File: config.mk
export PLATFORM = sky130hd
export DESIGN_NAME = hf_core
export DESIGN_NICKNAME = d
export VERILOG_FILES = /design/src/hdl/hf_pkg.sv /design/src/hdl/hf_block_mover.sv /design/src/hdl/hf_completion.sv /design/src/hdl/hf_core.sv /design/src/hdl/hf_lsab_in.sv /design/src/hdl/hf_scheduler.sv
export VERILOG_INCLUDE_DIRS = /design/src /design/src/hdl
export SDC_FILE = /design/constraint.sdc
export NUM_CORES = 1
export LEC_CHECK = 0
export ABC_CLOCK_PERIOD_IN_PS = 10400
export BUFFER_PORTS_ARGS = -buffer_cell sky130_fd_sc_hd__buf_2
export CAP_MARGIN = 20
export CORE_ASPECT_RATIO = 2
export CORE_MARGIN = 1.5
export CORE_UTILIZATION = 54
export CTS_CLUSTER_DIAMETER = 80
export DETAILED_ROUTE_END_ITERATION = 16
export HOLD_SLACK_MARGIN = 0.05
export PLACE_DENSITY = 0.81
export SLEW_MARGIN = 5
export SYNTH_ARGS = -nofsm -noshare
export SYNTH_HDL_FRONTEND = slang
export SYNTH_SLANG_ARGS = --single-unit
File: constraint.sdc
create_clock -name CLK_n -period 10.4 [get_ports CLK_n]
set_input_delay 0.52 -clock CLK_n [delete_from_list [all_inputs] [get_ports CLK_n]]
set_output_delay 0.52 -clock CLK_n [all_outputs]
set_load 0.02 [all_outputs]
File: src/hdl/hf_config.svh
// Hyperfabric ingest configuration
`ifndef HF_CONFIG_SVH
`define HF_CONFIG_SVH

// Sections and channels
`define HF_SECTIONS   4
`define HF_SECTION_W  2

// Words held per section
`define HF_FIFO_DEPTH 8

// Data and tag widths
`define HF_WORD_W     32
`define HF_ANCILL_W   3

// Block moves
`define HF_BLOCK_LEN  4
`define HF_MEM_ADDR_W 10  // Top HF_SECTION_W bits select the region

`endif

File: src/hdl/hf_pkg.sv
// Hyperfabric ingest types
`include "hf_config.svh"

package hf_pkg;

  typedef logic [`HF_WORD_W-1:0]               word_t;
  typedef logic [`HF_ANCILL_W-1:0]             ancill_t;
  typedef logic [`HF_SECTION_W-1:0]            section_t;
  typedef logic [`HF_MEM_ADDR_W-1:0]           mem_addr_t;
  typedef logic [$clog2(`HF_BLOCK_LEN+1)-1:0]  count_t;  // Must reach HF_BLOCK_LEN
  typedef logic [`HF_SECTIONS-1:0]             section_mask_t;

  // ------------------------------
  typedef struct packed {
    word_t   data;
    ancill_t ancill;
    logic    pkt_end;
  } lsab_word_s;

  typedef lsab_word_s [`HF_SECTIONS-1:0] lsab_in_a;  // One word per channel

  typedef struct packed {
    section_t  section;
    mem_addr_t start;
  } block_cmd_s;

  typedef struct packed {
    section_t section;
    count_t   sent;
    ancill_t  ancill;    // Tag of the last word moved
    logic     pkt_end;
    logic     abrupt;    // Section ran dry
  } block_done_s;

  typedef struct packed {
    logic      we;
    mem_addr_t addr;
    word_t     data;
  } mem_wr_s;

  typedef enum logic {SCHED_IDLE, SCHED_BUSY} sched_state_e;
  typedef enum logic {MOVER_IDLE, MOVER_MOVE} mover_state_e;

endpackage

File: src/hdl/hf_block_mover.sv
// Section to memory block mover
`timescale 1ns/1ps
`include "hf_config.svh"

module hf_block_mover
  import hf_pkg::*;
(
  input  logic          CLK_n,
  input  logic          RST,
  input  logic          i_cmd_valid,
  input  block_cmd_s    i_cmd,
  input  section_mask_t i_empty,
  input  lsab_word_s    i_head,
  output logic          o_pop,
  output section_t      o_pop_section,
  output logic          o_busy,
  output mem_wr_s       o_mem,
  output logic          o_done,
  output block_done_s   o_done_rec
);

  localparam int OFS_W = `HF_MEM_ADDR_W - `HF_SECTION_W;

  mover_state_e state_q;
  section_t     sec_q;
  mem_addr_t    addr_q;
  count_t       count_q;
  logic         last_q;     // Previous word closed the block
  ancill_t      ancill_q;
  logic         pkt_end_q;
  logic         ending;
  count_t       count_inc;

  assign count_inc = count_q + count_t'(1);

  // Block over once its last word is out or the section ran dry
  assign ending = last_q || i_empty[sec_q];

  assign o_pop         = (state_q == MOVER_MOVE) && !ending;
  assign o_pop_section = sec_q;
  assign o_busy        = o_pop;  // Already low in the done cycle
  assign o_done        = (state_q == MOVER_MOVE) && ending;

  // ------------------------------
  // Write port, one word per pop
  assign o_mem.we   = o_pop;
  assign o_mem.addr = addr_q;
  assign o_mem.data = i_head.data;

  assign o_done_rec.section = sec_q;
  assign o_done_rec.sent    = count_q;
  assign o_done_rec.ancill  = ancill_q;
  assign o_done_rec.pkt_end = pkt_end_q;
  assign o_done_rec.abrupt  = !last_q;

  always_ff @(posedge CLK_n)
  begin
    if (!RST)
    begin
      state_q <= MOVER_IDLE;
      count_q <= '0;
      last_q  <= 1'b0;
    end
    else if (state_q == MOVER_IDLE)
    begin
      if (i_cmd_valid)
      begin
        state_q <= MOVER_MOVE;
        count_q <= '0;
        last_q  <= 1'b0;
      end
    end
    else if (ending)
      state_q <= MOVER_IDLE;
    else
    begin
      count_q <= count_inc;
      last_q  <= i_head.pkt_end || (count_inc == count_t'(`HF_BLOCK_LEN));
    end
  end

  // Block payload
  always_ff @(posedge CLK_n)
  begin
    if ((state_q == MOVER_IDLE) && i_cmd_valid)
    begin
      sec_q  <= i_cmd.section;
      addr_q <= i_cmd.start;
    end
    else if (o_pop)
    begin
      addr_q[OFS_W-1:0] <= addr_q[OFS_W-1:0] + OFS_W'(1);  // Stays in region
      ancill_q          <= i_head.ancill;
      pkt_end_q         <= i_head.pkt_end;
    end
  end

endmodule

File: src/hdl/hf_completion.sv
// Block completion stage
`timescale 1ns/1ps

module hf_completion
  import hf_pkg::*;
(
  input  logic        CLK_n,
  input  logic        RST,
  input  logic        i_done,
  input  block_done_s i_done_rec,
  output logic        o_done_valid,
  output block_done_s o_done_rec,
  output logic        o_irq
);

  // ------------------------------
  // Done pulse and interrupt level
  always_ff @(posedge CLK_n)
  begin
    if (!RST)
    begin
      o_done_valid <= 1'b0;
      o_irq        <= 1'b0;
    end
    else
    begin
      o_done_valid <= i_done;
      // Toggle marks a block ending on packet end
      if (i_done && i_done_rec.pkt_end)
        o_irq <= !o_irq;
    end
  end

  // Record held until the next block
  always_ff @(posedge CLK_n)
  begin
    if (i_done)
      o_done_rec <= i_done_rec;
  end

endmodule

File: src/hdl/hf_core.sv
// Hyperfabric ingest core
`timescale 1ns/1ps

module hf_core
  import hf_pkg::*;
(
  input  logic          CLK_n,
  input  logic          RST,
  input  section_mask_t i_write,
  input  lsab_in_a      i_words,
  output section_t      o_slot,
  output section_mask_t o_full,
  output mem_wr_s       o_mem,
  output logic          o_done_valid,
  output block_done_s   o_done_rec,
  output logic          o_irq
);

  section_mask_t empty;
  logic          pop;
  section_t      pop_section;
  lsab_word_s    head;
  logic          cmd_valid;
  block_cmd_s    cmd;
  logic          busy;
  logic          done;
  block_done_s   done_rec;

  // ------------------------------
  // Input buffer
  hf_lsab_in u_lsab_in (
    .CLK_n         (CLK_n),
    .RST           (RST),
    .i_write       (i_write),
    .i_words       (i_words),
    .i_pop         (pop),
    .i_pop_section (pop_section),
    .o_slot        (o_slot),
    .o_full        (o_full),
    .o_empty       (empty),
    .o_head        (head)
  );

  // Decode
  hf_scheduler u_scheduler (
    .CLK_n       (CLK_n),
    .RST         (RST),
    .i_empty     (empty),
    .i_busy      (busy),
    .i_done      (done),
    .i_done_rec  (done_rec),
    .o_cmd_valid (cmd_valid),
    .o_cmd       (cmd)
  );

  // Execute
  hf_block_mover u_block_mover (
    .CLK_n         (CLK_n),
    .RST           (RST),
    .i_cmd_valid   (cmd_valid),
    .i_cmd         (cmd),
    .i_empty       (empty),
    .i_head        (head),
    .o_pop         (pop),
    .o_pop_section (pop_section),
    .o_busy        (busy),
    .o_mem         (o_mem),
    .o_done        (done),
    .o_done_rec    (done_rec)
  );

  // Result
  hf_completion u_completion (
    .CLK_n        (CLK_n),
    .RST          (RST),
    .i_done       (done),
    .i_done_rec   (done_rec),
    .o_done_valid (o_done_valid),
    .o_done_rec   (o_done_rec),
    .o_irq        (o_irq)
  );

endmodule

File: src/hdl/hf_lsab_in.sv
// Input section buffer
`timescale 1ns/1ps
`include "hf_config.svh"

module hf_lsab_in
  import hf_pkg::*;
(
  input  logic          CLK_n,
  input  logic          RST,
  input  section_mask_t i_write,
  input  lsab_in_a      i_words,
  input  logic          i_pop,
  input  section_t      i_pop_section,
  output section_t      o_slot,
  output section_mask_t o_full,
  output section_mask_t o_empty,
  output lsab_word_s    o_head
);

  localparam int PTR_W = $clog2(`HF_FIFO_DEPTH);
  localparam int CNT_W = $clog2(`HF_FIFO_DEPTH + 1);

  lsab_word_s       mem_q [`HF_SECTIONS][`HF_FIFO_DEPTH];
  logic [PTR_W-1:0] rd_ptr_q [`HF_SECTIONS];
  logic [PTR_W-1:0] wr_ptr_q [`HF_SECTIONS];
  logic [CNT_W-1:0] count_q [`HF_SECTIONS];
  section_t         slot_q;
  section_mask_t    accept;
  section_mask_t    pop;

  // Rotating write slot
  always_ff @(posedge CLK_n)
  begin
    if (!RST)
      slot_q <= '0;
    else
      slot_q <= slot_q + section_t'(1);
  end

  always_comb
  begin
    for (int s = 0; s < `HF_SECTIONS; s++)
    begin
      o_full[s]  = (count_q[s] == CNT_W'(`HF_FIFO_DEPTH));
      o_empty[s] = (count_q[s] == '0);
      // Only the channel owning the slot may write
      accept[s]  = i_write[s] && (slot_q == section_t'(s)) && !o_full[s];
      pop[s]     = i_pop && (i_pop_section == section_t'(s)) && !o_empty[s];
    end
  end

  // ------------------------------
  // Section storage
  always_ff @(posedge CLK_n)
  begin
    for (int s = 0; s < `HF_SECTIONS; s++)
    begin
      if (accept[s])
        mem_q[s][wr_ptr_q[s]] <= i_words[s];
    end
  end

  always_ff @(posedge CLK_n)
  begin
    if (!RST)
    begin
      for (int s = 0; s < `HF_SECTIONS; s++)
      begin
        rd_ptr_q[s] <= '0;
        wr_ptr_q[s] <= '0;
        count_q[s]  <= '0;
      end
    end
    else
    begin
      for (int s = 0; s < `HF_SECTIONS; s++)
      begin
        if (accept[s])
          wr_ptr_q[s] <= wr_ptr_q[s] + PTR_W'(1);  // Wraps at depth
        if (pop[s])
          rd_ptr_q[s] <= rd_ptr_q[s] + PTR_W'(1);
        if (accept[s] && !pop[s])
          count_q[s] <= count_q[s] + CNT_W'(1);
        else if (pop[s] && !accept[s])
          count_q[s] <= count_q[s] - CNT_W'(1);
      end
    end
  end

  assign o_slot = slot_q;
  assign o_head = mem_q[i_pop_section][rd_ptr_q[i_pop_section]];  // Head of selected section

endmodule

File: src/hdl/hf_scheduler.sv
// Block command scheduler
`timescale 1ns/1ps
`include "hf_config.svh"

module hf_scheduler
  import hf_pkg::*;
(
  input  logic          CLK_n,
  input  logic          RST,
  input  section_mask_t i_empty,
  input  logic          i_busy,
  input  logic          i_done,
  input  block_done_s   i_done_rec,
  output logic          o_cmd_valid,
  output block_cmd_s    o_cmd
);

  localparam int OFS_W = `HF_MEM_ADDR_W - `HF_SECTION_W;

  sched_state_e     state_q;
  section_t         last_q;  // Last section served
  logic [OFS_W-1:0] ptr_q [`HF_SECTIONS];
  logic [OFS_W-1:0] ptr_upd [`HF_SECTIONS];
  section_t         pick;
  logic             found;
  logic             issue;

  // Pointers with the finishing block already counted
  always_comb
  begin
    for (int s = 0; s < `HF_SECTIONS; s++)
    begin
      ptr_upd[s] = ptr_q[s];
      if (i_done && (i_done_rec.section == section_t'(s)))
        ptr_upd[s] = ptr_q[s] + OFS_W'(i_done_rec.sent);  // Modulo region size
    end
  end

  // Round-robin search, starting after the last one served
  always_comb
  begin
    section_t cand;
    pick  = last_q;
    found = 1'b0;
    for (int i = 1; i <= `HF_SECTIONS; i++)
    begin
      cand = last_q + section_t'(i);
      if (!found && !i_empty[cand])
      begin
        pick  = cand;
        found = 1'b1;
      end
    end
  end

  assign issue = ((state_q == SCHED_IDLE) || i_done) && !i_busy && found;

  always_ff @(posedge CLK_n)
  begin
    if (!RST)
    begin
      state_q     <= SCHED_IDLE;
      last_q      <= section_t'(`HF_SECTIONS - 1);  // First search begins at 0
      o_cmd_valid <= 1'b0;
      for (int s = 0; s < `HF_SECTIONS; s++)
        ptr_q[s] <= '0;
    end
    else
    begin
      o_cmd_valid <= issue;
      for (int s = 0; s < `HF_SECTIONS; s++)
        ptr_q[s] <= ptr_upd[s];
      if (issue)
      begin
        state_q <= SCHED_BUSY;
        last_q  <= pick;
      end
      else if (i_done)
        state_q <= SCHED_IDLE;
    end
  end

  // Command payload
  always_ff @(posedge CLK_n)
  begin
    if (issue)
    begin
      o_cmd.section <= pick;
      o_cmd.start   <= {pick, ptr_upd[pick]};
    end
  end

endmodule

==> impl_metrics.csv <==
group,metric,value,unit
clock_network,hold_buffers,30,
timing,clock.fmax,174,MHz
floorplan,initial_utilization,54.4,%
setup_path,critPathSlowestCell,"dfxtp_4",
synth,yosysTopAreaCell,"edfxtp_1",
placed_design,io_buffers,210,
synth,ys_seq_area_share,72.2,%
timing,min_period,5.74,ns
detailed_routing,wire_per_inst,31.5,µm
floorplan,rows,161,
placed_design,dp_hpwl,84800,µm
global_route,grt_use_total,29.9,%
timing,hold_viol_final,0,
synth,synth.net_count,3349,
placed_design,gp_congestion,0.851,
timing,fin_skew,0.0227,ns
clock_network,clk_latency,0.74,ns
power,power.density,195,mW/mm²
setup_path,reg2regPathDepth,8,
synth,synth-edff-count,1226,
synth,netlist_area,0.0523,mm²
synth,synthArstFlopShare,0,%
setup_path,crit_path_end_kind,"primary output",
synth,yosysTopAreaCellShare,70.4,%
clock_network,clk_pin_slew,0.07,ns
placed_design,pre_cts_ws,5.57,ns
setup_path,path_class,"reg2out",
run,maxCapViolCount,0,
detailed_routing,drt_iter0_drc,3807,
global_route,grt_max_degree,142,
detailed_routing,wl,147000,µm
clock_network,htree_num_levels,3,
power,vdd_drop_max,0.172,mV
layout,area_growth,11.5,%
setup_path,critPathMaxFanout,141,
detailed_routing,highest_layer,"met5",
detailed_routing,firstDrtPassIters,6,
timing,slew_violations,0,
setup_path,crit_path_cell_trace,"buf_12, mux2_4, buf_4, o211ai_1, a311oi_1, nor4_1, a21oi_1, buf_2",
detailed_routing,wl_met2,75300,µm
synth,synthTopCellsByArea,"edfxtp_1, mux2i_1, mux4_2",
timing,slew_headroom,24.6,%
layout,finalNonFillerCells,4675,
global_route,grt_pass1_vias,31400,
global_route,grt_pass1_wl,209000,µm
clock_network,cts.sinks,1273,
floorplan,io_pins,211,
hold_path,worstHoldPathType,"in2reg",
run_status,status,"completed",
hold_path,holdPathStages,1,
detailed_routing,drtAntennaViolNets,0,
clock_network,cts_repair_resize_count,0,
synth,ys_warn_count,0,
synth,yosys.area_share.simple,5.60,%
detailed_routing,remaining_drc_errors,0,
hold_path,hold_start,"i_words[121]",
power,power_leakage,19.6,nW
setup_path,required,9.88,ns
layout,n_fill_cell,6727,
clock_network,postCtsSetupRepairBufs,0,
floorplan,die_h,443,µm
floorplan,die-area,0.0988,mm²
layout,num-nets-final,3540,
synth,synthCells,3157,
layout,fin_util,60.7,%
setup_path,start_kind,"register",
global_route,grt_antenna_before_repair,31,
clock_network,cts_max_path_buffers,3,
timing,fin_crit_sh,55.2,%
synth,post_synth_num_cell_types,77,
synth,synth_fa_ha_area_share,1.11,%
clock_network,cts_made_buffers,103,
timing,setup-tns-final,0,ns
timing,rsz0062_at_grt,"false",
detailed_routing,wl_met3,13800,µm
layout,design_area,0.0583,mm²
synth,synth-seq-cells,1273,
placed_design,place_area,0.0545,mm²
clock_network,cts_tree,"done",
synth,synthFlopType,"edfxtp_1",
detailed_routing,via_count,30500,
timing,worstMarginPinSlew,1.13,ns
floorplan,die_w,223,µm
synth,synth_xor_area_share,0.737,%
global_route,grt.overflow.total,0,
setup_path,cpPeakStageDelay,0.79,ns
synth,synth_top_family_by_area,"multiplexers",
synth,synth_compound_area_share,5.75,%
setup_path,arrival,5.22,ns
floorplan,core_area,0.0961,mm²
placed_design,dp.cells,4435,
detailed_routing,viasPerCell,6.52,
layout,drive_above_1_share,16.9,%
clock_network,cts-root-buf,"clkbuf_16",
timing,setup_viol,0,
synth,avgSynthCellArea,16.6,µm²
timing,fin_ws,4.66,ns
detailed_routing,drt-met1-wl,47900,µm
synth,muxShareOfSynthArea,12.1,%
critical path, delay by kind of cell, from the launching register on:
family	cells	cell delay, ns
and+or+nand+nor	1	0.11
DFF	1	0.79
buffers and inverters	3	1.59
AOI/OAI and AO/OA	3	0.94
muxes	1	0.69
layout make-up:
class                      instances  area (µm²)  area share (%)
antenna                           20        50.0          0.0859
clock buffer                     116        2650            4.54
clock inverter                    74         773            1.33
inverter                          41         156           0.268
multi-input combinational       1626       13500            23.1
sequential                      1273       37800            64.8
tap                             1222        1530            2.62
timing repair buffer             303        1870            3.22
cells by family (layout without fill, tap and decap cells):
logic type	count (synthesis)	after routing
AO/OA/AOI/OAI	420	420
XOR/XNOR	44	44
adder cells (fa/ha/maj)	42	42
buffers and inverters	258	534
flip-flops	1273	1273
multiplexers	527	527
other	0	20
AND/OR/NAND/NOR	593	593
cell usage in the layout, fill, tap and decap left out, types with 14 or more instances in the layout:
cell and n:
clkinv_2 18, o2111ai_1 18, and2_1 34, dlygate4sd3_1 30, and3_1 14, edfxtp_1 1226, o21a_1 20, nor3_1 20
nand2_1 243, o32ai_1 14, ha_1 35, nor2_1 55, clkbuf_16 104, dfxtp_1 45, nand3_1 61, nor2b_1 70
inv_1 39, a211oi_1 98, mux2i_1 432, xor2_1 21, buf_4 59, a221oi_1 31, xnor2_1 23, buf_2 210
a21oi_1 92, a311oi_1 32, diode_2 20, o21ai_1 16, and2_0 18, clkinv_1 21, o211ai_1 19, mux4_2 84
o21ai_0 28
cell usage after synthesis, types with 47 or more instances:
cell         n
nand3_1     61
a21oi_1     92
mux2i_1    433
edfxtp_1  1226
nor2b_1     71
nand2_1    243
mux4_2      84
buf_4       51
dfxtp_1     47
buf_2       93
clkbuf_1    62
nor2_1      61
a211oi_1    98
stage by stage:
step           total power [mW]  hold slack (ns)
3_3_place_gp               7.39            0.426
5_1_grt                    11.6           0.0668
3_5_place_dp               7.42            0.417
4_1_cts                    11.4           0.0524
6_report                   11.4           0.0812
2_1_floorplan              6.95            0.400
where the power goes:
group / internal (mW) / leakage, nW / switching (mW)
Combinational: 0.544 / 6.44 / 1.02
Sequential: 5.71 / 11.5 / 0.0721
Clock: 2.17 / 1.66 / 1.84
layer usage:
layer  vias up  GRT usage (%)
li1      12700              -
met1     15200           33.2
met2      2024           51.6
met3       543           6.17
met4        16           19.8
met5         -              0
registers in the layout, summed over array words and instances, names as in the netlist, 2 cells and up, named ones only:
signal                   flops
u_lsab_in.rd_ptr_q          12
u_completion.o_done_rec     10
u_lsab_in.wr_ptr_q          12
u_block_mover.count_q        3
u_scheduler.o_cmd           10
u_scheduler.ptr_q           32
u_block_mover.addr_q         9
u_scheduler.last_q           2
u_lsab_in.count_q           16
u_lsab_in.o_slot             2
u_block_mover.ancill_q       3
u_lsab_in.mem_q           1152
worst paths after layout:
path | to | slack [ns]
max | o_mem[30] | 4.66
min | u_lsab_in.mem_q[3][121] | 0.08
min reg2reg | u_completion.o_done_rec[2] | 0.43
max reg2reg | u_block_mover.ancill_q[0] | 5.80
No activity file was read; power rests on OpenSTA's default activity.
